===== src/rv_pkg.sv =====
// ~~~~~~~~~~~~~~~~~~~~~~~~~~~~~~~~~~~~~~~~~~~~~~~~~~~~~~~~~~~
// RV32I core shared definitions
// ~~~~~~~~~~~~~~~~~~~~~~~~~~~~~~~~~~~~~~~~~~~~~~~~~~~~~~~~~~~

package rv_pkg;

	localparam int XLEN     = 32;
	localparam int NUM_REGS = 32;

	typedef logic [XLEN-1:0] word_t;
	typedef logic [4:0]      reg_idx_t;
	typedef logic [6:0]      opcode_t;
	typedef logic [2:0]      funct3_t;
	typedef logic [3:0]      byte_en_t;

	// major opcodes
	localparam opcode_t OP_REG    = 7'b0110011;
	localparam opcode_t OP_IMM    = 7'b0010011;
	localparam opcode_t OP_LOAD   = 7'b0000011;
	localparam opcode_t OP_STORE  = 7'b0100011;
	localparam opcode_t OP_BRANCH = 7'b1100011;
	localparam opcode_t OP_JAL    = 7'b1101111;
	localparam opcode_t OP_JALR   = 7'b1100111;
	localparam opcode_t OP_LUI    = 7'b0110111;
	localparam opcode_t OP_AUIPC  = 7'b0010111;

	// alu operations
	localparam funct3_t F3_ADD_SUB = 3'b000;
	localparam funct3_t F3_SLL     = 3'b001;
	localparam funct3_t F3_SLT     = 3'b010;
	localparam funct3_t F3_SLTU    = 3'b011;
	localparam funct3_t F3_XOR     = 3'b100;
	localparam funct3_t F3_SRL_SRA = 3'b101;
	localparam funct3_t F3_OR      = 3'b110;
	localparam funct3_t F3_AND     = 3'b111;

	// load / store widths
	localparam funct3_t F3_BYTE   = 3'b000;
	localparam funct3_t F3_HALF   = 3'b001;
	localparam funct3_t F3_WORD   = 3'b010;
	localparam funct3_t F3_BYTE_U = 3'b100;
	localparam funct3_t F3_HALF_U = 3'b101;

	// branch conditions
	localparam funct3_t F3_BEQ  = 3'b000;
	localparam funct3_t F3_BNE  = 3'b001;
	localparam funct3_t F3_BLT  = 3'b100;
	localparam funct3_t F3_BGE  = 3'b101;
	localparam funct3_t F3_BLTU = 3'b110;
	localparam funct3_t F3_BGEU = 3'b111;

	localparam logic [15:0] DMEM_REGION = 16'h0001; // upper half of a data address
	localparam int          DMEM_WORDS  = 4096;
	localparam word_t       INSTR_STEP  = 32'd4;

	typedef enum logic [2:0] {
		FETCH,
		DECODE,
		EXECUTE,
		MEMORY1,
		MEMORY2,
		WRITEBACK
	} seq_state_t;

endpackage

===== src/dec_if.sv =====
// ~~~~~~~~~~~~~~~~~~~~~~~~~~~~~~~~~~~~~~~~~~~~~~~~~~~~~~~~~~~
// decoded instruction fields
// ~~~~~~~~~~~~~~~~~~~~~~~~~~~~~~~~~~~~~~~~~~~~~~~~~~~~~~~~~~~
`timescale 1ns/1ps

interface dec_if;
	import rv_pkg::*;

	opcode_t  opcode;
	funct3_t  funct3;
	logic     alt;      // instr bit 30, sub / sra select
	reg_idx_t rd;
	reg_idx_t rs1;
	reg_idx_t rs2;
	word_t    imm;      // already sign extended

	modport producer (
		output opcode, funct3, alt, rd, rs1, rs2, imm
	);

	modport consumer (
		input opcode, funct3, alt, rd, rs1, rs2, imm
	);

endinterface


===== src/rv_decode.sv =====
// ~~~~~~~~~~~~~~~~~~~~~~~~~~~~~~~~~~~~~~~~~~~~~~~~~~~~~~~~~~~
// instruction decoder
// ~~~~~~~~~~~~~~~~~~~~~~~~~~~~~~~~~~~~~~~~~~~~~~~~~~~~~~~~~~~
`timescale 1ns/1ps

module rv_decode (
	input rv_pkg::word_t instr,
	dec_if.producer      dec
);
	import rv_pkg::*;

	// fixed field positions, same for every format
	assign dec.opcode = instr[6:0];
	assign dec.rd     = instr[11:7];
	assign dec.funct3 = instr[14:12];
	assign dec.rs1    = instr[19:15];
	assign dec.rs2    = instr[24:20];
	assign dec.alt    = instr[30];

	// immediate format follows the opcode
	always_comb begin
		case (instr[6:0])
			OP_IMM,
			OP_LOAD,
			OP_JALR: begin
				dec.imm = {{20{instr[31]}}, instr[31:20]};   // I type
			end
			OP_STORE: begin
				dec.imm = {{20{instr[31]}}, instr[31:25], instr[11:7]};
			end
			OP_BRANCH: begin
				dec.imm = {{20{instr[31]}}, instr[7], instr[30:25],
					instr[11:8], 1'b0};
			end
			OP_JAL: begin
				dec.imm = {{12{instr[31]}}, instr[19:12], instr[20],
					instr[30:21], 1'b0};
			end
			OP_LUI,
			OP_AUIPC: begin
				dec.imm = {instr[31:12], 12'b0};   // U type
			end
			default: begin
				dec.imm = '0;
			end
		endcase
	end

endmodule


===== src/flat_wrapper.sv =====
// flat-port wrapper written by rule: the top's interface ports become plain ports
module rv_decode_flat import rv_pkg::*;
  (instr, dec_opcode, dec_funct3, dec_alt, dec_rd, dec_rs1, dec_rs2, dec_imm);
  dec_if dec_i ();
  input rv_pkg::word_t instr;
  output wire logic [$bits(dec_i.opcode)-1:0] dec_opcode;
  output wire logic [$bits(dec_i.funct3)-1:0] dec_funct3;
  output wire logic [$bits(dec_i.alt)-1:0] dec_alt;
  output wire logic [$bits(dec_i.rd)-1:0] dec_rd;
  output wire logic [$bits(dec_i.rs1)-1:0] dec_rs1;
  output wire logic [$bits(dec_i.rs2)-1:0] dec_rs2;
  output wire logic [$bits(dec_i.imm)-1:0] dec_imm;
  assign dec_opcode = dec_i.opcode;
  assign dec_funct3 = dec_i.funct3;
  assign dec_alt = dec_i.alt;
  assign dec_rd = dec_i.rd;
  assign dec_rs1 = dec_i.rs1;
  assign dec_rs2 = dec_i.rs2;
  assign dec_imm = dec_i.imm;
  rv_decode u_core (.instr(instr), .dec(dec_i));
endmodule

===== config.mk =====
export PLATFORM = sky130hd
export DESIGN_NAME = rv_decode_flat
export DESIGN_NICKNAME = d
export VERILOG_FILES = /design/src/rv_pkg.sv /design/src/dec_if.sv /design/src/rv_decode.sv /design/src/flat_wrapper.sv
export SDC_FILE = /design/constraint.sdc
export NUM_CORES = 1
export LEC_CHECK = 0
export ABC_CLOCK_PERIOD_IN_PS = 1600
export BUFFER_PORTS_ARGS = -buffer_cell sky130_fd_sc_hd__buf_2
export CORE_ASPECT_RATIO = 0.7
export CORE_MARGIN = 8
export CORE_UTILIZATION = 38
export DETAILED_ROUTE_END_ITERATION = 10
export PLACE_DENSITY_LB_ADDON = 0.08
export SETUP_SLACK_MARGIN = 0.3
export SYNTH_ARGS = -nofsm -noshare
export SYNTH_HDL_FRONTEND = slang
export SYNTH_SLANG_ARGS = --single-unit
export TNS_END_PERCENT = 50

===== constraint.sdc =====
create_clock -name vclk -period 1.6
set_input_delay 0.16 -clock vclk [all_inputs]
set_output_delay 0.16 -clock vclk [all_outputs]
set_load 0.005 [all_outputs]

==> qor.csv, run 1 <==
stage;metric;value;unit
status;status;finished, final reports clean;
die;Core Box Area;1870;sq um
detailed_routing;Remaining DRCs;0;
finish;Clock buffer cells;0;
setup_path;startpoint class of the critical path;primary input;
logic_synthesis;YS warnings;0;
setup_path;Crit. End Element;output port;
finish;share of layout cells above drive strength 1;66.5;%
global_routing;largest net degree at the start of global routing;18;
sta;Fmax;0.746;GHz
sta;period utilization;83.8;%
sta;worst-margin pin slew;0.301;ns
setup_path;required time worst endpoint;1.44;ns
finish;antenna diode count;0;
die;die area;3710;sq um
place;GPL Wtd Cong;0.825;
die;IO Pins;90;
logic_synthesis;Synth top area share;26.6;%
detailed_routing;post-route ant nets;0;
sta;Slew Limit Fails;0;
detailed_routing;Avg Vias per Cell;5.16;
detailed_routing;initial DRC count;23;
power;pwr/cell area;193;nW/um^2
logic_synthesis;Mapped Area;761;sq um
finish;area of the multi-input gates;553;sq um
place;area post-placement;1010;sq um
logic_synthesis;Mapped Cells;105;
setup_path;Crit-path slowest cell;or3b_4;
setup_path;Max FO, Critical Path;8;
logic_synthesis;Unique masters post-synth;35;
setup_path;cell family with most CP delay;simple AND/OR/NAND/NOR gates;
power;Peak VDD IR;172;uV
global_routing;initial antenna violation count;0;
logic_synthesis;syn_area_per_cell;7.25;sq um
sta;# setup viols final;0;
global_routing;first-pass GRT wire length;4670;um
finish;fill count;172;
finish;Seq Cell Count;0;
sta;fin crit period;1.34;ns
logic_synthesis;Synth area leader;buf_4;
flow_run;MaxCap Viol Count;0;
hold_path;hold crit path type;in -> out;
detailed_routing;Avg WL per Cell;15.2;um
finish;fin nets;207;
setup_path;CP Class;in -> out;
global_routing;overall routing resource usage;14.1;%
finish;Util after Layout;63.5;%
finish;Area Overhead vs Synth;56.1;%
finish;sequential cell area;0;sq um
finish;most common library cell in the layout ignoring fill and taps;buf_2;
setup_path;Max stage delay on crit path;0.41;ns
setup_path;CP bufs+invs;2;
place;Final HPWL DP;2430;um
detailed_routing;drt total wl;2960;um
place;port bufs;90;
finish;final instance area;1190;sq um
detailed_routing;DR pass1 iterations;4;
sta;WHS;0.506;ns
detailed_routing;via count;1006;
clocking;hold buffers post-CTS;0;
die;row cnt;13;
logic_synthesis;Synth Net Count;137;
die;die height;53.4;um
sta;max-slew headroom at the worst pin;79.9;%
die;DIE WIDTH;69.5;um
logic_synthesis;top cells by area, synth;buf_4, nand3_1, a21o_1;
setup_path;CP Cell Sequence;buf_8, or3b_4, a21oi_4, a21o_1, buf_2;
power;leakage power;0.000713;uW
die;initial core utilization;40.7;%
sta;TNS Setup;0;ns
sta;Final Hold Fails;0;
setup_path;critical path data arrival time;1.18;ns
global_routing;grt ovf;0;
global_routing;number of global-route vias before repair;996;
sta;unrepaired setup endpoints after global routing;true;
logic_synthesis;Seq/Total Area, Yosys;0;%
finish;most frequent cells in the layout;buf_2, nand3_1, o21ai_1;
==> repair_timing <==
item,in CTS,in global routing
resized for setup,17,7
endpoints found under the setup margin,31,30
buffers inserted,4,5
pin swaps,8,9
==> routing by layer <==
layer	GRT usage [%]	vias to the layer above	share of wire (%)
met5	0	-	0
met4	1.02	0	0.51
met3	4.48	2	11
met2	26.3	60	49
met1	16.3	447	39
li1	-	497	-
==> power breakdown <==
group / switching [uW] / internal (uW) / total, uW
combinational: 105 / 124 / 229
sequential: 0 / 0 / 0
clock: 0 / 0 / 0
==> final timing paths <==
| kind | start | cells after the start | slack (ns) | end |
|---|---|---|---|---|
| worst max-delay path | instr[3] | 5 | 0.26 | dec_imm[16] |
| worst min-delay path | instr[11] | 2 | 0.51 | dec_rd[4] |
==> final cells by class <==
type                            instances  area share, %
Multi-Input combinational cell         71           46.6
Timing Repair Buffer                  101           50.8
Tap cell                               22           2.32
Inverter                                1          0.316
==> cell families (layout without fill, tap and decap cells) <==
| logic type | count (synthesis) | after routing | share of synthesized area, % |
|---|---|---|---|
| compound gates | 32 | 32 | 30.8 |
| buf+inv | 34 | 102 | 32.4 |
| simple gates | 38 | 38 | 35.5 |
| mux | 1 | 1 | 1.32 |
==> metrics by stage <==
step	total power, uW	std cells	worst slack, ns
floorplan	125	105	0.420
global placement	187	186	0.0792
detailed placement	190	186	0.0643
CTS	216	190	0.249
global route	251	195	0.194
finish	229	195	0.259
==> synth_stat cells (2+ instances only) <==
cell      number
and3b_2        2
nor2_1         2
o21ai_1       10
buf_2          2
a21o_1         8
a22o_1         5
nand3_1       12
nor2b_1        8
buf_4         27
nand4b_1       2
clkbuf_1       2
buf_6          2
Note: power is estimated with default switching activity, not from simulation.
==> run 2, diff against run 1 <==
- ABC_CLOCK_PERIOD_IN_PS: 1600 -> 1230
- CORE_UTILIZATION: 38 -> 32
- clock period: 1.6 -> 1.23 ns (I/O delays scaled with it)
==> qor.csv, run 2 (synthesized netlist as in run 1, its figures left out) <==
stage;metric;value;unit
place;port bufs;90;
detailed_routing;post-route ant nets;0;
power;leakage power;0.000784;uW
status;status;finished with violations;
sta;unrepaired setup endpoints after global routing;true;
place;# placed instances;208;
sta;max-slew headroom at the worst pin;65.6;%
global_routing;initial antenna violation count;0;
finish;fin nets;216;
die;IO Pins;90;
sta;Final Hold Fails;0;
finish;Seq Cell Count;0;
finish;Clock buffer cells;0;
hold_path;hold crit path type;in -> out;
sta;Slew Limit Fails;0;
die;Core Box Area;2210;sq um
die;initial core utilization;34.5;%
detailed_routing;via count;1037;
power;Peak VDD IR;152;uV
global_routing;overall routing resource usage;13.5;%
die;DIE WIDTH;74.3;um
sta;period utilization;102;%
finish;share of layout cells above drive strength 1;75.8;%
global_routing;grt ovf;0;
place;Final HPWL DP;2670;um
place;GPL Wtd Cong;0.778;
sta;# setup viols final;8;
power;pwr/cell area;252;nW/um^2
detailed_routing;DR pass1 iterations;4;
setup_path;critical path data arrival time;1.13;ns
setup_path;Max FO, Critical Path;8;
finish;most common library cell in the layout ignoring fill and taps;buf_2;
detailed_routing;Avg Vias per Cell;4.85;
finish;most frequent cells in the layout;buf_2, buf_4, nand3_1;
clocking;hold buffers post-CTS;0;
sta;Fmax;0.796;GHz
detailed_routing;initial DRC count;15;
setup_path;Crit. End Element;output port;
sta;fin crit period;1.26;ns
detailed_routing;Remaining DRCs;0;
detailed_routing;drt total wl;3180;um
setup_path;startpoint class of the critical path;primary input;
die;die height;56.8;um
sta;TNS Setup;-0.172;ns
setup_path;CP Class;in -> out;
die;row cnt;14;
global_routing;largest net degree at the start of global routing;12;
finish;Final Non-Filler Cells;214;
sta;worst-margin pin slew;0.515;ns
flow_run;MaxCap Viol Count;0;
sta;slack of the critical path;-0.0261;ns
finish;sequential cell area;0;sq um
finish;fill count;221;
global_routing;first-pass GRT wire length;4860;um
die;die area;4220;sq um
status;failing checks;setup timing;
detailed_routing;Avg WL per Cell;14.8;um
finish;Area Overhead vs Synth;76.8;%
global_routing;number of global-route vias before repair;1070;
finish;antenna diode count;0;
setup_path;required time worst endpoint;1.11;ns
==> run 2: cell types whose count changed in the layout (fill, tap and decap cells not counted), moves of 2 or more <==
cell,previous run,this run
o21ai_2,1,10
buf_6,6,8
o21ai_1,9,1
buf_4,6,12
==> run 2: layout make-up <==
cell class	count	area, sq um	area share (%)
inverters	1	3.75	0.279
repair buffers	110	686	51.0
well taps	32	40.0	2.98
multi-input cells	71	616	45.8
==> run 2: timing repair <==
| item | in CTS | in global routing |
|---|---|---|
| endpoints found under the setup margin | 32 | 32 |
| gates resized for setup | 23 | 10 |
| pin swaps | 19 | 8 |
| setup buffers | 5 | 1 |
==> run 2: worst max-delay path: stages <==
cell and delay, ns:
buf_8 0.10, or3b_4 0.41, a21oi_4 0.24, a21o_1 0.15
buf_2 0.11
==> run 2: worst paths after layout <==
check / startpoint / end / slack [ns] / depth (start not counted)
min: instr[19] / dec_rs1[4] / 0.43 / 2
max: instr[3] / dec_imm[13] / -0.03 / 5
==> run 2: metal layers <==
| metal | vias up | track usage, % | wire, um |
|---|---|---|---|
| met5 | - | 0 | 0 |
| met4 | 0 | 0 | 0 |
| met3 | 0 | 4.07 | 450 |
| met2 | 51 | 25.6 | 1470 |
| met1 | 469 | 15.0 | 1260 |
| li1 | 517 | - | - |
==> run 2: power by group <==
group / internal (uW) / total (uW) / switching (uW)
clock network: 0 / 0 / 0
registers: 0 / 0 / 0
logic: 188 / 338 / 151
==> run 2: through the flow <==
step / power, uW / hold slack (ns) / instance area [sq um] / setup WS, ns / util [%]
finish: 338 / 0.429 / 1350 / -0.0261 / 60.9
global route: 369 / 0.437 / 1350 / -0.0684 / 60.9
CTS: 327 / 0.431 / 1290 / -0.0277 / 58.6
detailed placement: 292 / 0.431 / 1180 / -0.135 / 53.3
global placement: 289 / 0.430 / 1180 / -0.115 / 53.3
floorplan: 184 / 0.327 / 838 / 0.133 / -
