==> src/rv_pkg.sv <==
// ~~~~~~~~~~~~~~~~~~~~~~~~~~~~~~~~~~~~~~~~~~~~~~~~~~~~~~~~~~~
// RV32I core shared definitions
// ~~~~~~~~~~~~~~~~~~~~~~~~~~~~~~~~~~~~~~~~~~~~~~~~~~~~~~~~~~~

package rv_pkg;

	localparam int XLEN     = 32;
	localparam int NUM_REGS = 32;

	typedef logic [XLEN-1:0] word_t;
	typedef logic [4:0]      reg_idx_t;
	typedef logic [6:0]      opcode_t;
	typedef logic [2:0]      funct3_t;
	typedef logic [3:0]      byte_en_t;

	// major opcodes
	localparam opcode_t OP_REG    = 7'b0110011;
	localparam opcode_t OP_IMM    = 7'b0010011;
	localparam opcode_t OP_LOAD   = 7'b0000011;
	localparam opcode_t OP_STORE  = 7'b0100011;
	localparam opcode_t OP_BRANCH = 7'b1100011;
	localparam opcode_t OP_JAL    = 7'b1101111;
	localparam opcode_t OP_JALR   = 7'b1100111;
	localparam opcode_t OP_LUI    = 7'b0110111;
	localparam opcode_t OP_AUIPC  = 7'b0010111;

	// alu operations
	localparam funct3_t F3_ADD_SUB = 3'b000;
	localparam funct3_t F3_SLL     = 3'b001;
	localparam funct3_t F3_SLT     = 3'b010;
	localparam funct3_t F3_SLTU    = 3'b011;
	localparam funct3_t F3_XOR     = 3'b100;
	localparam funct3_t F3_SRL_SRA = 3'b101;
	localparam funct3_t F3_OR      = 3'b110;
	localparam funct3_t F3_AND     = 3'b111;

	// load / store widths
	localparam funct3_t F3_BYTE   = 3'b000;
	localparam funct3_t F3_HALF   = 3'b001;
	localparam funct3_t F3_WORD   = 3'b010;
	localparam funct3_t F3_BYTE_U = 3'b100;
	localparam funct3_t F3_HALF_U = 3'b101;

	// branch conditions
	localparam funct3_t F3_BEQ  = 3'b000;
	localparam funct3_t F3_BNE  = 3'b001;
	localparam funct3_t F3_BLT  = 3'b100;
	localparam funct3_t F3_BGE  = 3'b101;
	localparam funct3_t F3_BLTU = 3'b110;
	localparam funct3_t F3_BGEU = 3'b111;

	localparam logic [15:0] DMEM_REGION = 16'h0001; // upper half of a data address
	localparam int          DMEM_WORDS  = 4096;
	localparam word_t       INSTR_STEP  = 32'd4;

	typedef enum logic [2:0] {
		FETCH,
		DECODE,
		EXECUTE,
		MEMORY1,
		MEMORY2,
		WRITEBACK
	} seq_state_t;

endpackage
==> src/mem_if.sv <==
// ~~~~~~~~~~~~~~~~~~~~~~~~~~~~~~~~~~~~~~~~~~~~~~~~~~~~~~~~~~~
// data memory request bus
// ~~~~~~~~~~~~~~~~~~~~~~~~~~~~~~~~~~~~~~~~~~~~~~~~~~~~~~~~~~~
`timescale 1ns/1ps

interface mem_if;
	import rv_pkg::*;

	word_t    addr;
	word_t    wdata;
	byte_en_t be;     // zero means read
	logic     ce;
	word_t    rdata;

	modport requester (
		output addr, wdata, be, ce
	);

	modport responder (
		input  addr, wdata, be, ce,
		output rdata
	);

	modport reader (
		input rdata
	);

endinterface

==> src/dec_if.sv <==
// ~~~~~~~~~~~~~~~~~~~~~~~~~~~~~~~~~~~~~~~~~~~~~~~~~~~~~~~~~~~
// decoded instruction fields
// ~~~~~~~~~~~~~~~~~~~~~~~~~~~~~~~~~~~~~~~~~~~~~~~~~~~~~~~~~~~
`timescale 1ns/1ps

interface dec_if;
	import rv_pkg::*;

	opcode_t  opcode;
	funct3_t  funct3;
	logic     alt;      // instr bit 30, sub / sra select
	reg_idx_t rd;
	reg_idx_t rs1;
	reg_idx_t rs2;
	word_t    imm;      // already sign extended

	modport producer (
		output opcode, funct3, alt, rd, rs1, rs2, imm
	);

	modport consumer (
		input opcode, funct3, alt, rd, rs1, rs2, imm
	);

endinterface

==> src/rv_execute.sv <==
// ~~~~~~~~~~~~~~~~~~~~~~~~~~~~~~~~~~~~~~~~~~~~~~~~~~~~~~~~~~~
// execute unit
// ~~~~~~~~~~~~~~~~~~~~~~~~~~~~~~~~~~~~~~~~~~~~~~~~~~~~~~~~~~~
`timescale 1ns/1ps

module rv_execute (
	dec_if.consumer        dec,
	input  rv_pkg::word_t  pc,
	input  rv_pkg::word_t  rs1_val,
	input  rv_pkg::word_t  rs2_val,
	output rv_pkg::word_t  alu_result,
	output rv_pkg::word_t  next_pc,
	mem_if.requester       mem,
	input  logic           mem_go
);
	import rv_pkg::*;

	word_t      op_b;
	word_t      alu_out;
	word_t      sra_out;
	word_t      link;
	word_t      jump_sum;
	word_t      mem_addr;
	logic [4:0] shamt;
	logic       is_sub;
	logic       taken;
	logic       in_region;

	assign op_b     = (dec.opcode == OP_REG) ? rs2_val : dec.imm;
	assign shamt    = op_b[4:0];
	assign is_sub   = (dec.opcode == OP_REG) && dec.alt;  // addi ignores bit 30
	assign sra_out  = $signed(rs1_val) >>> shamt;
	assign link     = pc + INSTR_STEP;
	assign jump_sum = ((dec.opcode == OP_JALR) ? rs1_val : pc) + dec.imm;

	always_comb begin
		case (dec.funct3)
			F3_ADD_SUB: alu_out = is_sub ? rs1_val - op_b : rs1_val + op_b;
			F3_SLL:     alu_out = rs1_val << shamt;
			F3_SLT:     alu_out = word_t'($signed(rs1_val) < $signed(op_b));
			F3_SLTU:    alu_out = word_t'(rs1_val < op_b);
			F3_XOR:     alu_out = rs1_val ^ op_b;
			F3_SRL_SRA: alu_out = dec.alt ? sra_out : rs1_val >> shamt;
			F3_OR:      alu_out = rs1_val | op_b;
			default:    alu_out = rs1_val & op_b;  // F3_AND
		endcase
	end

	always_comb begin
		case (dec.opcode)
			OP_REG, OP_IMM:  alu_result = alu_out;
			OP_LUI:          alu_result = dec.imm;
			OP_AUIPC:        alu_result = pc + dec.imm;
			OP_JAL, OP_JALR: alu_result = link;
			default:         alu_result = '0;
		endcase
	end

	// branch condition
	always_comb begin
		case (dec.funct3)
			F3_BEQ:  taken = (rs1_val == rs2_val);
			F3_BNE:  taken = (rs1_val != rs2_val);
			F3_BLT:  taken = ($signed(rs1_val) < $signed(rs2_val));
			F3_BGE:  taken = ($signed(rs1_val) >= $signed(rs2_val));
			F3_BLTU: taken = (rs1_val < rs2_val);
			F3_BGEU: taken = (rs1_val >= rs2_val);
			default: taken = 1'b0;
		endcase
	end

	always_comb begin
		case (dec.opcode)
			OP_JAL, OP_JALR: next_pc = {jump_sum[XLEN-1:1], 1'b0};
			OP_BRANCH:       next_pc = taken ? jump_sum : link;
			default:         next_pc = link;
		endcase
	end

	assign mem_addr  = rs1_val + dec.imm;
	assign in_region = (mem_addr[31:16] == DMEM_REGION);

	assign mem.addr = mem_addr;
	assign mem.ce   = mem_go && in_region &&
		(dec.opcode == OP_LOAD || dec.opcode == OP_STORE);

	// store data replicated over the lanes, enables pick the live ones
	always_comb begin
		mem.be    = '0;
		mem.wdata = rs2_val;
		if (dec.opcode == OP_STORE && in_region) begin
			case (dec.funct3)
				F3_BYTE: begin
					mem.wdata = {4{rs2_val[7:0]}};
					mem.be    = byte_en_t'(4'b0001 << mem_addr[1:0]);
				end
				F3_HALF: begin
					mem.wdata = {2{rs2_val[15:0]}};
					if (!mem_addr[0]) begin
						mem.be = mem_addr[1] ? 4'b1100 : 4'b0011;
					end
				end
				F3_WORD: begin
					if (mem_addr[1:0] == 2'b00) begin
						mem.be = 4'b1111;
					end
				end
				default: begin
					mem.be = '0;
				end
			endcase
		end
	end

endmodule

==> src/flat_wrapper.sv <==
// flat-port wrapper written by rule: the top's interface ports become plain ports
module rv_execute_flat import rv_pkg::*;
  (pc, rs1_val, rs2_val, alu_result, next_pc, mem_go, dec_opcode, dec_funct3, dec_alt, dec_rd, dec_rs1, dec_rs2, dec_imm, mem_addr, mem_wdata, mem_be, mem_ce);
  dec_if dec_i ();
  mem_if mem_i ();
  input  rv_pkg::word_t pc;
  input  rv_pkg::word_t rs1_val;
  input  rv_pkg::word_t rs2_val;
  output rv_pkg::word_t alu_result;
  output rv_pkg::word_t next_pc;
  input  logic mem_go;
  input wire logic [$bits(dec_i.opcode)-1:0] dec_opcode;
  input wire logic [$bits(dec_i.funct3)-1:0] dec_funct3;
  input wire logic [$bits(dec_i.alt)-1:0] dec_alt;
  input wire logic [$bits(dec_i.rd)-1:0] dec_rd;
  input wire logic [$bits(dec_i.rs1)-1:0] dec_rs1;
  input wire logic [$bits(dec_i.rs2)-1:0] dec_rs2;
  input wire logic [$bits(dec_i.imm)-1:0] dec_imm;
  output wire logic [$bits(mem_i.addr)-1:0] mem_addr;
  output wire logic [$bits(mem_i.wdata)-1:0] mem_wdata;
  output wire logic [$bits(mem_i.be)-1:0] mem_be;
  output wire logic [$bits(mem_i.ce)-1:0] mem_ce;
  assign dec_i.opcode = dec_opcode;
  assign dec_i.funct3 = dec_funct3;
  assign dec_i.alt = dec_alt;
  assign dec_i.rd = dec_rd;
  assign dec_i.rs1 = dec_rs1;
  assign dec_i.rs2 = dec_rs2;
  assign dec_i.imm = dec_imm;
  assign mem_addr = mem_i.addr;
  assign mem_wdata = mem_i.wdata;
  assign mem_be = mem_i.be;
  assign mem_ce = mem_i.ce;
  rv_execute u_core (.dec(dec_i), .pc(pc), .rs1_val(rs1_val), .rs2_val(rs2_val), .alu_result(alu_result), .next_pc(next_pc), .mem(mem_i), .mem_go(mem_go));
endmodule
==> config.mk <==
export PLATFORM = sky130hd
export DESIGN_NAME = rv_execute_flat
export DESIGN_NICKNAME = d
export VERILOG_FILES = /design/src/rv_pkg.sv /design/src/mem_if.sv /design/src/dec_if.sv /design/src/rv_execute.sv /design/src/flat_wrapper.sv
export SDC_FILE = /design/constraint.sdc
export NUM_CORES = 1
export LEC_CHECK = 0
export ABC_AREA = 1
export BUFFER_PORTS_ARGS = -buffer_cell sky130_fd_sc_hd__buf_2
export CORE_MARGIN = 2
export CORE_UTILIZATION = 25
export DETAILED_ROUTE_END_ITERATION = 10
export GPL_ROUTABILITY_DRIVEN = 1
export PLACE_DENSITY = 0.55
export SLEW_MARGIN = 20
export SYNTH_ARGS = -nofsm -noshare
export SYNTH_HDL_FRONTEND = slang
export SYNTH_SLANG_ARGS = --single-unit
==> constraint.sdc <==
create_clock -name vclk -period 3.2
set_input_delay 0.16 -clock vclk [all_inputs]
set_output_delay 0.16 -clock vclk [all_outputs]
set_load 0.03 [all_outputs]
==> flow_metrics.tcl, run 1 <==
set metrics [dict create \
    dp_slack_ps -1123 \
    timing.final.ws_setup_ps -352.2 \
    die_w_um 279.4 \
    routed_wl_mm 129.2 \
    critical_path_peak_fanout 8 \
    power_density_nw_per_um2 194.5 \
    crit_top_cell "nand2_1" \
    synth.avg_cell_area_sq_um 5.167 \
    yosysMostFrequentCell "nand2_1" \
    flops_and_latches 0 \
    hp-start "rs2_val[1]" \
    drv_cap 0 \
    outcome "finished with violations" \
    antenna_found_initial 3 \
    wl_per_cell_um 22.79 \
    timing.fmax_ghz 0.2815 \
    hpwl_mm 107.4 \
    dr.first_iter.drc_count 3321 \
    grt_pass1_wl_mm 184.1 \
    startpoint "dec_opcode[1]" \
    ys_top_cells_by_count "nand2_1, inv_1, nand3_1" \
    hold_path_class "in2out" \
    slowest_stage "ha_1" \
    fill_cells 8255 \
    seqCellArea_sq_um 0 \
    violations "negative setup slack" \
    yosysTopAreaCell "nand2_1" \
    slew_headroom 0.5531 \
    yosysSeqAreaShare 0 \
    required_ps 3040 \
    grt_pass1_vias 28640 \
    initial_utilization 0.2510 \
    finalNetCount 5078 \
    cp-start-kind "input pin" \
    worst_pin_slew_ps 665.6 \
    worst_hold_slack_ps 628.0 \
    finalCoreUtilization 0.4142 \
    synth_nets 4056 \
    setup_violations 82 \
    io_buffers 273 \
    area_growth_pct 65.03 \
    ioPinCount 288 \
    synthTopCellsByArea "nand2_1, ha_1, inv_1" \
    via_count 30340 \
    die_area_sq_um 78090 \
    final_cell_area_sq_um 31300 \
    gr-usage-all-layers 0.3142 \
    final_layout_size_suffix_gt1_frac 0.3733 \
    ir_worst_vdd_v 0.0001797 \
    p_total_mw 6.089 \
    fp.coreArea_sq_um 75570 \
    grt_overflow 0 \
    die_h_um 279.4 \
    nClkBuffers 0 \
    p_leak_nw 16.03 \
    yosysWarnings 0 \
    path_class "in2out" \
    gp_congestion 1.030 \
    cpPeakStageDelay_ps 360 \
    final_max_slew_viol_count 0 \
    vias_per_cell 5.351 \
    fin_crit_ps 3552 \
    crit_arrival_ps 3390 \
    drc 0 \
    postRouteAntennaNets 0 \
    dpl_cell_area_sq_um 27070 \
    end_kind "output port" \
    synth_top_area_share 0.2056 \
    hold_buffers 0 \
    num_rows 101 \
    syn_inst 3671 \
    post-route-period-util 1.110 \
    synth_cell_types 64 \
    finalHoldViolCount 0 \
    grt_max_degree 42 \
    dr.pass1.iters 6 \
    synth_area_sq_um 18970 \
    rsz0062_at_grt "true" \
]
-- critical path, delay by kind of cell --
kind	cells	cell delay [ps]
AO/OA/AOI/OAI	8	1010
buffers and inverters	8	960
AND/OR/NAND/NOR	10	870
adder cells (fa/ha/maj)	1	360
-- report_power, final --
part	internal, mW	leakage (nW)	switching, mW
Combinational	2.43	16.0	3.66
Clock	0.0000000420	0.00000634	0
Sequential	0	0	0
Total	2.43	16.0	3.66
-- stage by stage --
step | setup TNS, ps | cells
2_1_floorplan | -34.99 | 3671
3_3_place_gp | -26630 | 5546
3_5_place_dp | -26400 | 5546
4_1_cts | -6439 | 5630
5_1_grt | -25790 | 5670
6_report | -12910 | 5670
-- final timing paths --
check             cells after the start  slack [ps]            to
hold / removal                        2         630  mem_wdata[1]
setup / recovery                     27        -350   next_pc[30]
-- per-layer routing --
layer	GRT usage	share of wire
met1	0.4086	0.41
met2	0.4934	0.43
met3	0.05146	0.095
met4	0.1733	0.072
met5	0	0.000062
-- kinds of logic (layout without fill, tap and decap cells) --
logic type / count (synthesis) / count (layout) / synth area share
mux: 8 / 8 / 0.004222
other cells: 0 / 1 / 0
compound gates: 850 / 850 / 0.2504
simple gates: 1863 / 1867 / 0.4188
buf+inv: 628 / 1644 / 0.1304
xor+xnor: 92 / 92 / 0.04288
fa+ha+maj: 230 / 230 / 0.1533
-- placed cells by master, fill, tap and decap left out, drive strengths merged, types with 3 or more instances in the layout --
master | Yosys | routed
o211ai | 40 | 40
a211oi | 3 | 3
a21oi | 288 | 288
clkbuf | 93 | 4
a22o | 4 | 4
and3 | 3 | 3
nand3 | 329 | 332
ha | 226 | 226
a21o | 16 | 16
fa | 4 | 4
nand3b | 22 | 22
a22oi | 3 | 3
buf | 61 | 1164
o22ai | 5 | 5
o221ai | 22 | 22
a31oi | 15 | 15
or2 | 18 | 18
nor3 | 39 | 39
mux2i | 8 | 8
nand2 | 1050 | 1051
nor2 | 326 | 326
o2111ai | 5 | 5
o21bai | 15 | 15
nor4 | 16 | 16
o21ai | 391 | 391
o21a | 25 | 25
nand4 | 57 | 57
inv | 468 | 470
xnor2 | 26 | 26
clkinv | 6 | 4
a221oi | 6 | 6
xor2 | 66 | 66
-- final cells by class --
type	count	area, sq um	area share
inverter	474	1792	0.05724
antenna	1	2.502	0.00007995
timing repair buffer	1170	9166	0.2928
tap	978	1224	0.03909
multi-input combinational	3047	19120	0.6107
-- repair_timing --
item / in CTS / in global routing
gates resized for setup: 574 / 324
setup buffers: 77 / 40
pin swaps: 113 / 125
cloned: 8 / 1
setup endpoints to repair: 81 / 92
Power figures use the tool's default switching activity.
==> inputs of run 2 (changes only) <==
PLACE_DENSITY = 0.53   (was 0.55)
SETUP_SLACK_MARGIN = 0.1   (was not set)
clock period = 4.22 ns   (was 3.2 ns; I/O delays follow)
==> flow_metrics.tcl, run 2 (synthesized netlist as in run 1, its figures left out) <==
set metrics [dict create \
    finalHoldViolCount 0 \
    dr.first_iter.drc_count 3489 \
    final_cell_mix "nand2_1, inv_1, nand3_1, nor2_1, o21ai_0" \
    path_class "in2out" \
    p_clk_frac 0 \
    drc 0 \
    cpPeakStageDelay_ps 420 \
    via_count 27010 \
    final_layout_size_suffix_gt1_frac 0.1401 \
    grt_pass1_wl_mm 161.3 \
    die_h_um 279.4 \
    gr-usage-all-layers 0.2747 \
    ir_worst_vdd_v 0.0001318 \
    hold_path_class "in2out" \
    fin_crit_ps 4001 \
    hpwl_mm 95.17 \
    cp_top_family "simple AND/OR/NAND/NOR gates" \
    antenna_found_initial 3 \
    crit_arrival_ps 3790 \
    fp.coreArea_sq_um 75570 \
    p_leak_nw 11.76 \
    grt_pass1_vias 24590 \
    die_w_um 279.4 \
    drv_cap 0 \
    hold_buffers 0 \
    rsz0062_at_grt "true" \
    timing.fmax_ghz 0.2500 \
    internal-power_mw 1.018 \
    postRouteAntennaNets 0 \
    cp-start-kind "input pin" \
    flops_and_latches 0 \
    switching_share 0.6933 \
    ioPinCount 288 \
    initial_utilization 0.2510 \
    power_switching_mw 2.300 \
    finalNetCount 4356 \
    num_rows 101 \
    post-route-period-util 0.9480 \
    crit_top_cell "nand2_1" \
    end_kind "output port" \
    die_area_sq_um 78090 \
    io_buffers 273 \
    finalCoreUtilization 0.2977 \
    final_common_cell "nand2_1" \
    slew_headroom 0.4064 \
    sequentialPowerShare 0 \
    outcome "finished clean" \
    power_density_nw_per_um2 147.5 \
    final_max_slew_viol_count 0 \
    seqCellArea_sq_um 0 \
    routed_wl_mm 113.1 \
    grt_overflow 0 \
    grt_max_degree 78 \
    finalSetupTns_ps 0 \
    critical_path_peak_fanout 22 \
    fill_cells 8841 \
    slowest_stage "ha_2" \
    required_ps 4010 \
    comb_power_share 1.000 \
    critPathBufInv 8 \
    gp_congestion 1.040 \
    nClkBuffers 0 \
    dr.pass1.iters 7 \
    wl_per_cell_um 22.86 \
    worst_pin_slew_ps 889.5 \
    vias_per_cell 5.458 \
    area_growth_pct 18.62 \
    setup_violations 0 \
]
run 2: power by group through the flow:
| stage | clock, mW | combinational, mW | sequential, mW |
|---|---|---|---|
| 6_report | 0.0000000320 | 3.32 | 0 |
| 2_1_floorplan | 0 | 1.96 | 0 |
| 3_3_place_gp | 0 | 3.18 | 0 |
| 4_1_cts | 0 | 3.19 | 0 |
| 5_1_grt | 0 | 3.56 | 0 |
| 3_5_place_dp | 0 | 3.17 | 0 |
run 2: repair_timing:
action / in CTS / in global routing
resized for setup: 2 / 74
pin swaps: 0 / 0
endpoints found under the hold margin: 0 / 0
gates cloned: 0 / 1
endpoints found under the setup margin: 2 / 38
buffers inserted: 0 / 1
run 2: final cells by class:
class | instances | area [sq um] | share of cell area
Multi-Input combinational cell | 3044 | 16700 | 0.7423
Timing Repair Buffer | 451 | 2793 | 0.1241
Inverter | 474 | 1779 | 0.07908
Tap cell | 978 | 1224 | 0.05439
Antenna cell | 1 | 2.502 | 0.0001112
run 2: routing by layer:
layer  part of all wire  GRT usage  routed length (um)
met4              0.063     0.1370                7074
met1               0.43     0.3798               48370
met3              0.095    0.03319               10750
met5            0.00011          0                  13
met2               0.41     0.4187               46880
run 2: stage by stage:
| stage | area (sq um) | setup slack [ps] | std cells | total power, mW | hold slack (ps) |
|---|---|---|---|---|---|
| 2_1_floorplan | 18970 | 642.4 | 3671 | 1.964 | 553.7 |
| 3_3_place_gp | 22280 | 82.88 | 4945 | 3.185 | 711.2 |
| 6_report | 22500 | 219.4 | 4948 | 3.318 | 708.1 |
| 4_1_cts | 22300 | 113.2 | 4945 | 3.191 | 710.7 |
| 5_1_grt | 22500 | 45.70 | 4947 | 3.563 | 718.3 |
| 3_5_place_dp | 22280 | 89.52 | 4945 | 3.175 | 710.5 |
run 2: final timing paths:
kind          start             end  slack, ps  cells after the start
min      rs2_val[6]    mem_wdata[6]        710                      2
max   dec_opcode[2]  alu_result[31]        220                     26
