**config.mk**
```make
export PLATFORM = sky130hd
export DESIGN_NAME = rv_result_flat
export DESIGN_NICKNAME = d
export VERILOG_FILES = /design/src/rv_pkg.sv /design/src/mem_if.sv /design/src/dec_if.sv /design/src/rv_result.sv /design/src/flat_wrapper.sv
export SDC_FILE = /design/constraint.sdc
export NUM_CORES = 1
export LEC_CHECK = 0
export BUFFER_PORTS_ARGS = -buffer_cell sky130_fd_sc_hd__buf_2
export CAP_MARGIN = 20
export CORE_AREA = 2 2 61 63
export DETAILED_ROUTE_END_ITERATION = 16
export DIE_AREA = 0 0 63 65
export PLACE_DENSITY = 0.8
export SLEW_MARGIN = 20
export SYNTH_ARGS = -nofsm -noshare
export SYNTH_HDL_FRONTEND = slang
export SYNTH_SLANG_ARGS = --single-unit
```
**constraint.sdc**
```tcl
create_clock -name vclk -period 2.2
set_input_delay 0.44 -clock vclk [all_inputs]
set_output_delay 0.44 -clock vclk [all_outputs]
set_load 0.02 [all_outputs]
```
**src/rv_pkg.sv**
```systemverilog
// ~~~~~~~~~~~~~~~~~~~~~~~~~~~~~~~~~~~~~~~~~~~~~~~~~~~~~~~~~~~
// RV32I core shared definitions
// ~~~~~~~~~~~~~~~~~~~~~~~~~~~~~~~~~~~~~~~~~~~~~~~~~~~~~~~~~~~

package rv_pkg;

	localparam int XLEN     = 32;
	localparam int NUM_REGS = 32;

	typedef logic [XLEN-1:0] word_t;
	typedef logic [4:0]      reg_idx_t;
	typedef logic [6:0]      opcode_t;
	typedef logic [2:0]      funct3_t;
	typedef logic [3:0]      byte_en_t;

	// major opcodes
	localparam opcode_t OP_REG    = 7'b0110011;
	localparam opcode_t OP_IMM    = 7'b0010011;
	localparam opcode_t OP_LOAD   = 7'b0000011;
	localparam opcode_t OP_STORE  = 7'b0100011;
	localparam opcode_t OP_BRANCH = 7'b1100011;
	localparam opcode_t OP_JAL    = 7'b1101111;
	localparam opcode_t OP_JALR   = 7'b1100111;
	localparam opcode_t OP_LUI    = 7'b0110111;
	localparam opcode_t OP_AUIPC  = 7'b0010111;

	// alu operations
	localparam funct3_t F3_ADD_SUB = 3'b000;
	localparam funct3_t F3_SLL     = 3'b001;
	localparam funct3_t F3_SLT     = 3'b010;
	localparam funct3_t F3_SLTU    = 3'b011;
	localparam funct3_t F3_XOR     = 3'b100;
	localparam funct3_t F3_SRL_SRA = 3'b101;
	localparam funct3_t F3_OR      = 3'b110;
	localparam funct3_t F3_AND     = 3'b111;

	// load / store widths
	localparam funct3_t F3_BYTE   = 3'b000;
	localparam funct3_t F3_HALF   = 3'b001;
	localparam funct3_t F3_WORD   = 3'b010;
	localparam funct3_t F3_BYTE_U = 3'b100;
	localparam funct3_t F3_HALF_U = 3'b101;

	// branch conditions
	localparam funct3_t F3_BEQ  = 3'b000;
	localparam funct3_t F3_BNE  = 3'b001;
	localparam funct3_t F3_BLT  = 3'b100;
	localparam funct3_t F3_BGE  = 3'b101;
	localparam funct3_t F3_BLTU = 3'b110;
	localparam funct3_t F3_BGEU = 3'b111;

	localparam logic [15:0] DMEM_REGION = 16'h0001; // upper half of a data address
	localparam int          DMEM_WORDS  = 4096;
	localparam word_t       INSTR_STEP  = 32'd4;

	typedef enum logic [2:0] {
		FETCH,
		DECODE,
		EXECUTE,
		MEMORY1,
		MEMORY2,
		WRITEBACK
	} seq_state_t;

endpackage
```
**src/mem_if.sv**
```systemverilog
// ~~~~~~~~~~~~~~~~~~~~~~~~~~~~~~~~~~~~~~~~~~~~~~~~~~~~~~~~~~~
// data memory request bus
// ~~~~~~~~~~~~~~~~~~~~~~~~~~~~~~~~~~~~~~~~~~~~~~~~~~~~~~~~~~~
`timescale 1ns/1ps

interface mem_if;
	import rv_pkg::*;

	word_t    addr;
	word_t    wdata;
	byte_en_t be;     // zero means read
	logic     ce;
	word_t    rdata;

	modport requester (
		output addr, wdata, be, ce
	);

	modport responder (
		input  addr, wdata, be, ce,
		output rdata
	);

	modport reader (
		input rdata
	);

endinterface

```
**src/dec_if.sv**
```systemverilog
// ~~~~~~~~~~~~~~~~~~~~~~~~~~~~~~~~~~~~~~~~~~~~~~~~~~~~~~~~~~~
// decoded instruction fields
// ~~~~~~~~~~~~~~~~~~~~~~~~~~~~~~~~~~~~~~~~~~~~~~~~~~~~~~~~~~~
`timescale 1ns/1ps

interface dec_if;
	import rv_pkg::*;

	opcode_t  opcode;
	funct3_t  funct3;
	logic     alt;      // instr bit 30, sub / sra select
	reg_idx_t rd;
	reg_idx_t rs1;
	reg_idx_t rs2;
	word_t    imm;      // already sign extended

	modport producer (
		output opcode, funct3, alt, rd, rs1, rs2, imm
	);

	modport consumer (
		input opcode, funct3, alt, rd, rs1, rs2, imm
	);

endinterface

```
**src/rv_result.sv**
```systemverilog
// ~~~~~~~~~~~~~~~~~~~~~~~~~~~~~~~~~~~~~~~~~~~~~~~~~~~~~~~~~~~
// load extraction and writeback select
// ~~~~~~~~~~~~~~~~~~~~~~~~~~~~~~~~~~~~~~~~~~~~~~~~~~~~~~~~~~~
`timescale 1ns/1ps

module rv_result (
	dec_if.consumer       dec,
	input  rv_pkg::word_t alu_result,
	mem_if.reader         mem,
	input  logic [1:0]    load_addr_low,
	input  logic          load_in_region,
	output rv_pkg::word_t wb_data
);
	import rv_pkg::*;

	logic [7:0]  ld_byte;
	logic [15:0] ld_half;
	word_t       load_val;

	assign ld_byte = mem.rdata[{load_addr_low, 3'b000} +: 8];
	assign ld_half = load_addr_low[1] ? mem.rdata[31:16] : mem.rdata[15:0];

	always_comb begin
		case (dec.funct3)
			F3_BYTE:   load_val = {{24{ld_byte[7]}}, ld_byte};
			F3_BYTE_U: load_val = {24'b0, ld_byte};
			F3_WORD:   load_val = mem.rdata;
			F3_HALF: begin
				// odd half address gives 0
				load_val = load_addr_low[0] ? '0 : {{16{ld_half[15]}}, ld_half};
			end
			F3_HALF_U: begin
				load_val = load_addr_low[0] ? '0 : {16'b0, ld_half};
			end
			default:   load_val = '0;
		endcase
	end

	always_comb begin
		if (dec.opcode != OP_LOAD)
			wb_data = alu_result;
		else if (load_in_region)
			wb_data = load_val;
		else
			wb_data = '0;   // nothing mapped outside the ram
	end

endmodule

```
**src/flat_wrapper.sv**
```systemverilog
// flat-port wrapper written by rule: the top's interface ports become plain ports
module rv_result_flat import rv_pkg::*;
  (alu_result, load_addr_low, load_in_region, wb_data, dec_opcode, dec_funct3, dec_alt, dec_rd, dec_rs1, dec_rs2, dec_imm, mem_rdata);
  dec_if dec_i ();
  mem_if mem_i ();
  input  rv_pkg::word_t alu_result;
  input  logic [1:0] load_addr_low;
  input  logic load_in_region;
  output rv_pkg::word_t wb_data;
  input wire logic [$bits(dec_i.opcode)-1:0] dec_opcode;
  input wire logic [$bits(dec_i.funct3)-1:0] dec_funct3;
  input wire logic [$bits(dec_i.alt)-1:0] dec_alt;
  input wire logic [$bits(dec_i.rd)-1:0] dec_rd;
  input wire logic [$bits(dec_i.rs1)-1:0] dec_rs1;
  input wire logic [$bits(dec_i.rs2)-1:0] dec_rs2;
  input wire logic [$bits(dec_i.imm)-1:0] dec_imm;
  input wire logic [$bits(mem_i.rdata)-1:0] mem_rdata;
  assign dec_i.opcode = dec_opcode;
  assign dec_i.funct3 = dec_funct3;
  assign dec_i.alt = dec_alt;
  assign dec_i.rd = dec_rd;
  assign dec_i.rs1 = dec_rs1;
  assign dec_i.rs2 = dec_rs2;
  assign dec_i.imm = dec_imm;
  assign mem_i.rdata = mem_rdata;
  rv_result u_core (.dec(dec_i), .alu_result(alu_result), .mem(mem_i), .load_addr_low(load_addr_low), .load_in_region(load_in_region), .wb_data(wb_data));
endmodule
```
==> results of run 1 <==
-- stage by stage --
stage | setup TNS, ns | cell area, um^2
finish | -0.789 | 1940
global route | -2.27 | 1940
CTS | -0.763 | 1840
detailed placement | -2.40 | 1670
global placement | -1.82 | 1670
floorplan | 0 | 951
-- worst paths after layout --
path / endpoint / start / slack, ns / depth (start not counted)
max: wb_data[9] / load_addr_low[0] / -0.07 / 6
min: wb_data[19] / alu_result[19] / 1.19 / 4
-- power by group through the flow --
stage / combinational, mW / clock [mW] / sequential (mW)
after CTS: 0.334 / 0 / 0
after global routing: 0.377 / 0 / 0
after detailed placement: 0.298 / 0 / 0
after global placement: 0.293 / 0 / 0
final: 0.354 / 0 / 0
after floorplan: 0.150 / 0 / 0
-- logic make-up (layout without fill, tap and decap cells) --
logic type / after synthesis / after routing / synth area share
simple gates: 51 / 51 / 0.322
compound gates: 55 / 55 / 0.466
mux: 9 / 9 / 0.118
buf+inv: 17 / 136 / 0.0940
-- tightest hold or removal path: stages --
cell and delay (ns):
sky130_fd_sc_hd__buf_2 0.07, sky130_fd_sc_hd__a32oi_1 0.04, sky130_fd_sc_hd__nand2b_1 0.06, sky130_fd_sc_hd__buf_4 0.13
-- what timing repair did --
item | in CTS | in global routing
setup endpoints to repair | 25 | 27
pin swaps | 3 | 2
resized for setup | 45 | 23
-- layout by cell type (no fill, tap or decap), types with 3 or more instances in the layout --
| master | instances |
|---|---|
| sky130_fd_sc_hd__buf_6 | 23 |
| sky130_fd_sc_hd__buf_2 | 85 |
| sky130_fd_sc_hd__a221oi_2 | 7 |
| sky130_fd_sc_hd__o21ai_1 | 16 |
| sky130_fd_sc_hd__a32oi_2 | 3 |
| sky130_fd_sc_hd__mux2_2 | 7 |
| sky130_fd_sc_hd__buf_4 | 25 |
| sky130_fd_sc_hd__nand2b_4 | 4 |
| sky130_fd_sc_hd__nand2b_1 | 13 |
| sky130_fd_sc_hd__a222oi_1 | 6 |
| sky130_fd_sc_hd__nor2_1 | 3 |
| sky130_fd_sc_hd__a32oi_1 | 14 |
| sky130_fd_sc_hd__nand2_1 | 15 |
-- cell type report --
class	count	area [um^2]
multi-input combinational	115	986
tap	48	60.1
inverter	1	3.75
fill	348	1550
timing repair buffer	135	895
-- per-layer routing --
layer / vias up / track usage
met3: 2 / 0.0174
met2: 100 / 0.398
met4: 0 / 0
li1: 782 / -
met1: 740 / 0.266
met5: - / 0
==> results.txt, run 1 <==
Summed over all nets, wire length on met3 after detailed routing comes to 354 um. The most area-hungry cell type in the Yosys netlist was sky130_fd_sc_hd__a32oi_1. The tools report the global routing usage summed across all routing layers as 0.208. Summed over all layers, the routed wires come to 4790 um. The path class of the tightest hold or removal check is in2out. For the fraction of power consumed by combinational cells, the log shows 1.000.

Setup repair after global routing could not meet its margin everywhere. Using the TritonRoute via totals, the vias-per-cell ratio works out to 5.43. For the overall power after layout, the log shows 354 uW. After floorplanning, the core was sized to cover 3500 um^2. Routed metal-1 wire length: 2030 um. The Yosys step of the flow raised 0 warnings. Along the worst path, the maximum fanout reaches 7. Initial detailed-routing violation count: 99. The period utilization came out at 1.03. The cell internal power dissipation is 180 uW.

The area fraction of the dominant cell type after synthesis came out at 0.158. The effective utilization at floorplan came out at 0.270. The logs give 299 for the number of placed cells counting well taps and 22 for the placement row count. The critical path contains buffers and inverters numbering 2 combined. Clock buffers in the final layout number 0. The count of cells in the finished layout, fillers not included, comes to 299.

Ranked by total cell area, the synthesized netlist is headed by sky130_fd_sc_hd__a32oi_1, sky130_fd_sc_hd__nand2b_1, sky130_fd_sc_hd__mux2_2. The die width is 63 um, and the switching share of total power is 0.490. The fraction of the core area covered by cells at the end of the flow is 0.556. The tools report the sequential cell count of the final layout as 0.

The overall die height was 65 um; the iteration count of the initial detailed-routing pass was 5. For this design the static power due to leakage is 0.952 nW. Area of the die: 4100 um^2. Among all stages on the critical path, the largest delay is contributed by sky130_fd_sc_hd__mux4_2. The repair_antennas step left the layout with diodes totalling 0.

Synthesis produced a netlist with a net count of 257. The flow ran to the end, but the final reports show violations. The count of buffers from port buffering was 109; the maximum clock rate was 441 MHz. The first global-routing pass estimated 6920 um of wire.

The logs give 0 for the sequential area share after synthesis and 1.76 ns for the endpoint required time on the critical path. Walking the worst path, the cells encountered are buf_8 -> mux4_2 -> and3b_2 -> a221oi_2 -> o21ai_1 -> buf_4. The worst-case IR drop observed on VDD is 0.0000973 V.

The total of max-cap violations is 0. Buffers inserted to repair hold after CTS numbered 0. The wire-length estimate of the detail-placed layout is 3540 um. The worst setup path is launched from an input pin.

The tools report the global placement routability congestion as 0.860. The setup path with the least slack is of type in2out. Before CTS, the worst setup slack after placement is -0.206 ns. For the final number of setup-violating endpoints, the log shows 23.

Dividing the detail-routed wire length by the instance count gives 16.0 um. The total DRC errors in the routed layout was 0. At the pin with the least slew margin, the transition time is 0.377 ns. The pin count of the biggest net entering global routing is 18, and the post-CTS setup repair buffer count is 0. On the worst path, the slowest cell contributes a delay of 0.51 ns.

The worst setup path is captured at an output port. On the final layout, the worst hold slack is 1.19 ns. The tools report the share of total power in the clock network as 0. The worst slew margin relative to its limit was 0.748; the netlist area before placement was 945 um^2.

For this block, the via count after detailed routing is 1,624. The arrival time at the worst endpoint is 1.83 ns. The proportion of layout cells with a drive suffix above 1 came out at 0.673. The number of global-route vias before repair was 1,512; the boundary pin count was 157. The final worst setup slack is -0.0664 ns, and the remaining global-route overflow is 0.

The power density normalized to cell area came out at 182 nW/um^2. The checks that failed: setup timing. From synthesis to final layout, the design area changed by 106%.

The kind of cell with the highest combined delay along the critical path is multiplexers. The relative contribution of sequential cells to total power is 0. The final critical path time including I/O delays and setup was 2.27 ns.

The detail route stage leaves a number of antenna-violating nets equal to 0. By count the netlist is led by sky130_fd_sc_hd__a32oi_1, sky130_fd_sc_hd__nand2b_1, sky130_fd_sc_hd__nand2_1. After the last flow step, the layout net total stands at 378. Initial antenna violation count: 0. For the final-report hold violation count, the log shows 0. The number of different library cells used by synthesis comes to 37. The gate count of the mapped netlist was 132. For the sequential cell area, the log shows 0 um^2.

The met2 wire length is 2390 um. The total count of max-transition violations in the final report was 0; the average instance area after synthesis was 7.16 um^2. Highest routing layer actually used: met4. The tools report the net switching power as 173 uW.
(Power assumes the default switching activity.)
==> run 2, diff against run 1 <==
--- a/config.mk
+++ b/config.mk
@@ -5,12 +5,13 @@
 export SDC_FILE = /design/constraint.sdc
 export NUM_CORES = 1
 export LEC_CHECK = 0
+export ABC_AREA = 1
 export BUFFER_PORTS_ARGS = -buffer_cell sky130_fd_sc_hd__buf_2
 export CAP_MARGIN = 20
-export CORE_AREA = 2 2 61 63
+export CORE_MARGIN = 1
+export CORE_UTILIZATION = 35
 export DETAILED_ROUTE_END_ITERATION = 16
-export DIE_AREA = 0 0 63 65
-export PLACE_DENSITY = 0.8
+export PLACE_DENSITY = 0.84
 export SLEW_MARGIN = 20
 export SYNTH_ARGS = -nofsm -noshare
 export SYNTH_HDL_FRONTEND = slang
==> run 2 against run 1 <==
- the flow now finishes without violations
- critical endpoint is now wb_data[27]
- routed wire length is 3.0% higher
- setup slack better by 0.19 ns
- die area is 5.1% higher
- flip-flop and latch count stayed put
- highest routed layer unchanged
- non-clock buffer count is 18 lower
- fmax is 9.3% higher
- final area is 3.3% higher
- power is 3.9% lower
==> results.txt, run 2 <==
The family with the most delay on the worst path is buffers and inverters. For the number of clock buffers in the layout, the log shows 0 (unchanged). The library cell used most frequently in the layout, excluding fill and tap cells, is sky130_fd_sc_hd__nand2_1. The run gives 340 uW (-3.9%) as the overall power after layout. For the effective utilization at floorplan, the log shows 0.376 (+0.105).

The total of max-cap violations is 0 (unchanged), and the highest fanout seen on the critical path is 32 (+25). Setup repair after global routing left no endpoint under its margin. Compared with the post-synthesis result, the final layout area differs by 41.9%. Tracing the worst setup path back leads to its startpoint at dec_funct3[0]. The total number of vias is 2,245 (+38%). Worst min-delay path startpoint: alu_result[21].

The run gives 0 (unchanged) as the total count of max-transition violations in the final report. The most numerous cell type found on the critical path is sky130_fd_sc_hd__nand2_1. The power density normalized to cell area was 169 nW/um^2 (-7.0%); the global placement routability congestion was 0.906 (+5.3%). The sequential cell area is 0 um^2 (unchanged), and the final critical path time including I/O delays and setup is 2.07 ns (-0.194 ns).

The iteration count of the initial detailed-routing pass is 5 (unchanged). The placement row count came out at 22 (unchanged). The tools report the count of distinct cell types in the synthesized netlist as 21 (-43%). The maximum clock rate came out at 482 MHz (+9.3%). The count of buffers from port buffering is 109 (unchanged). For the sum of negative setup slack, the log shows 0 ns (+0.789 ns). The period utilization was 0.942 (-0.0881). The area of the die was 4310 um^2 (+5.1%); the synthesis warning total was 0 (unchanged). The tools report the final number of setup-violating endpoints as 0 (-100%).

The wire length of the first global-routing pass is 8000 um (+16%), and the highest cell delay on the worst timing path is 0.30 ns (-0.21 ns). Via count normalized by instance count: 4.68 (-14%). Kind of start point of the critical path: an input pin. The area fraction of the dominant cell type after synthesis works out to 0.525 (+0.367).

The run gives 157 (unchanged) as the boundary pin count. Worst hold-check path type: in2out. The final-report hold violation count came out at 0 (unchanged).

Global routing usage summed across all routing layers: 0.228 (+0.0201). The run gives 3830 um (+8.1%) as the HPWL reported at the end of detailed placement. The most area-hungry cell type in the Yosys netlist is sky130_fd_sc_hd__nand2_1. The most used standard cell by instance count after synthesis is sky130_fd_sc_hd__nand2_1. The critical path goes through buf_2 -> o21ai_0 -> nand2_1 -> nor2_2 -> buf_12 -> nand2_1 -> nand2_1 -> buf_2. The number of antenna diodes was 0 (unchanged); the initial detailed-routing violation count was 196 (+98%).

The overall die height was 65.6 um (+0.95%); the slew at the pin with the worst max-slew slack was 0.415 ns (+0.0380 ns). The final-stage net count was 559 (+48%); the finished layout cell area was 2010 um^2 (+3.3%). Smallest hold slack: 1.19 ns (+0.00188 ns).

The worst slew margin relative to its limit came out at 0.722 (-0.0269). Arrival time at the worst endpoint: 1.63 ns (-0.20 ns). The net count after synthesis is 455 (+77%), and the largest voltage drop on the vdd net is 0.0000794 V (-18%). The run gives 1420 um^2 (+50%) as the netlist area before placement. The total cell area at the placement stage is 1960 um^2 (+18%). The endpoint required time on the critical path is 1.76 ns (about the same), and the sequential cell count of the final layout is 0 (unchanged). The post-detailed-route wirelength per cell came out at 10.3 um (-36%). Slowest cell on the critical path: sky130_fd_sc_hd__o21ai_0.

The worst setup path is of the in2out kind. Leaving out fill and tap cells, the most frequent cells in the layout are sky130_fd_sc_hd__nand2_1, sky130_fd_sc_hd__buf_2, sky130_fd_sc_hd__nand3_1. The die width was 65.6 um (+4.2%); the core region area was 3770 um^2 (+7.9%). Counting instances in the post-synthesis netlist gives the leading cell types as sky130_fd_sc_hd__nand2_1, sky130_fd_sc_hd__nand3_1, sky130_fd_sc_hd__nor2_1. The proportion of layout cells with a drive suffix above 1 is 0.310 (-0.363). The combined buffer and inverter count along the critical path came out at 3 (+1). In the post-synthesis netlist, the biggest area contributors are sky130_fd_sc_hd__nand2_1, sky130_fd_sc_hd__nand3_1, sky130_fd_sc_hd__nor2_1. The number of global-route vias before repair is 1,923 (+27%), and the initial antenna violation count is 0 (unchanged). The tools report the final wirelength as 4930 um (+3.0%). The gate count of the mapped netlist was 330 (+150%). Pin count of the biggest net entering global routing: 33 (+15).

Total DRC errors in the routed layout: 0 (unchanged). STA classifies the critical path endpoint as an output port. The static leakage was 1.41 nW (+49%). The flow ran to the end, and the final reports show no timing, DRC or antenna violations. The tools report the sequential area share after synthesis as 0 (unchanged).

Average instance area after synthesis: 4.29 um^2 (-40%). The post-route antenna net violation count is 0 (unchanged), and the remaining global-route overflow is 0 (unchanged).
-- run 2: cells by family (layout without fill, tap and decap cells) --
| group | Yosys count | count (layout) | synth area share |
|---|---|---|---|
| buf+inv | 46 | 147 | 0.170 |
| simple gates | 282 | 283 | 0.822 |
| compound gates | 2 | 2 | 0.00706 |
-- run 2: metal layers --
layer / wire length, um / share of wire / GRT usage
met1: 2090 / 0.42 / 0.288
met2: 2240 / 0.45 / 0.411
met3: 521 / 0.11 / 0.0226
met4: 82 / 0.017 / 0.0462
met5: 0 / 0 / 0
-- run 2: power by group --
group | internal [mW] | switching, mW | leakage [nW] | total [mW]
logic | 0.138 | 0.202 | 1.41 | 0.340
clock network | 0 | 0 | 0 | 0
registers | 0 | 0 | 0 | 0
-- run 2: repair_timing --
| item | in CTS | in global routing |
|---|---|---|
| gates resized for setup | 0 | 6 |
| hold buffers | 0 | 0 |
| buffers inserted | 0 | 1 |
| setup endpoints to repair | 0 | 25 |
-- run 2: cell type report --
type | count | area [um^2]
inverter | 30 | 115
timing repair buffer | 117 | 633
fill | 408 | 1760
tap | 48 | 60.1
multi-input combinational | 285 | 1200
-- run 2: stage by stage --
stage	instances	setup WS [ns]	util
floorplan	330	0.393	-
global placement	478	0.00781	0.520
detailed placement	478	0.00603	0.520
CTS	478	0.0000940	0.520
global route	480	0.0314	0.533
finish	480	0.127	0.533
-- run 2: final timing paths --
check	end	depth (start not counted)
max	wb_data[27]	8
min	wb_data[21]	4
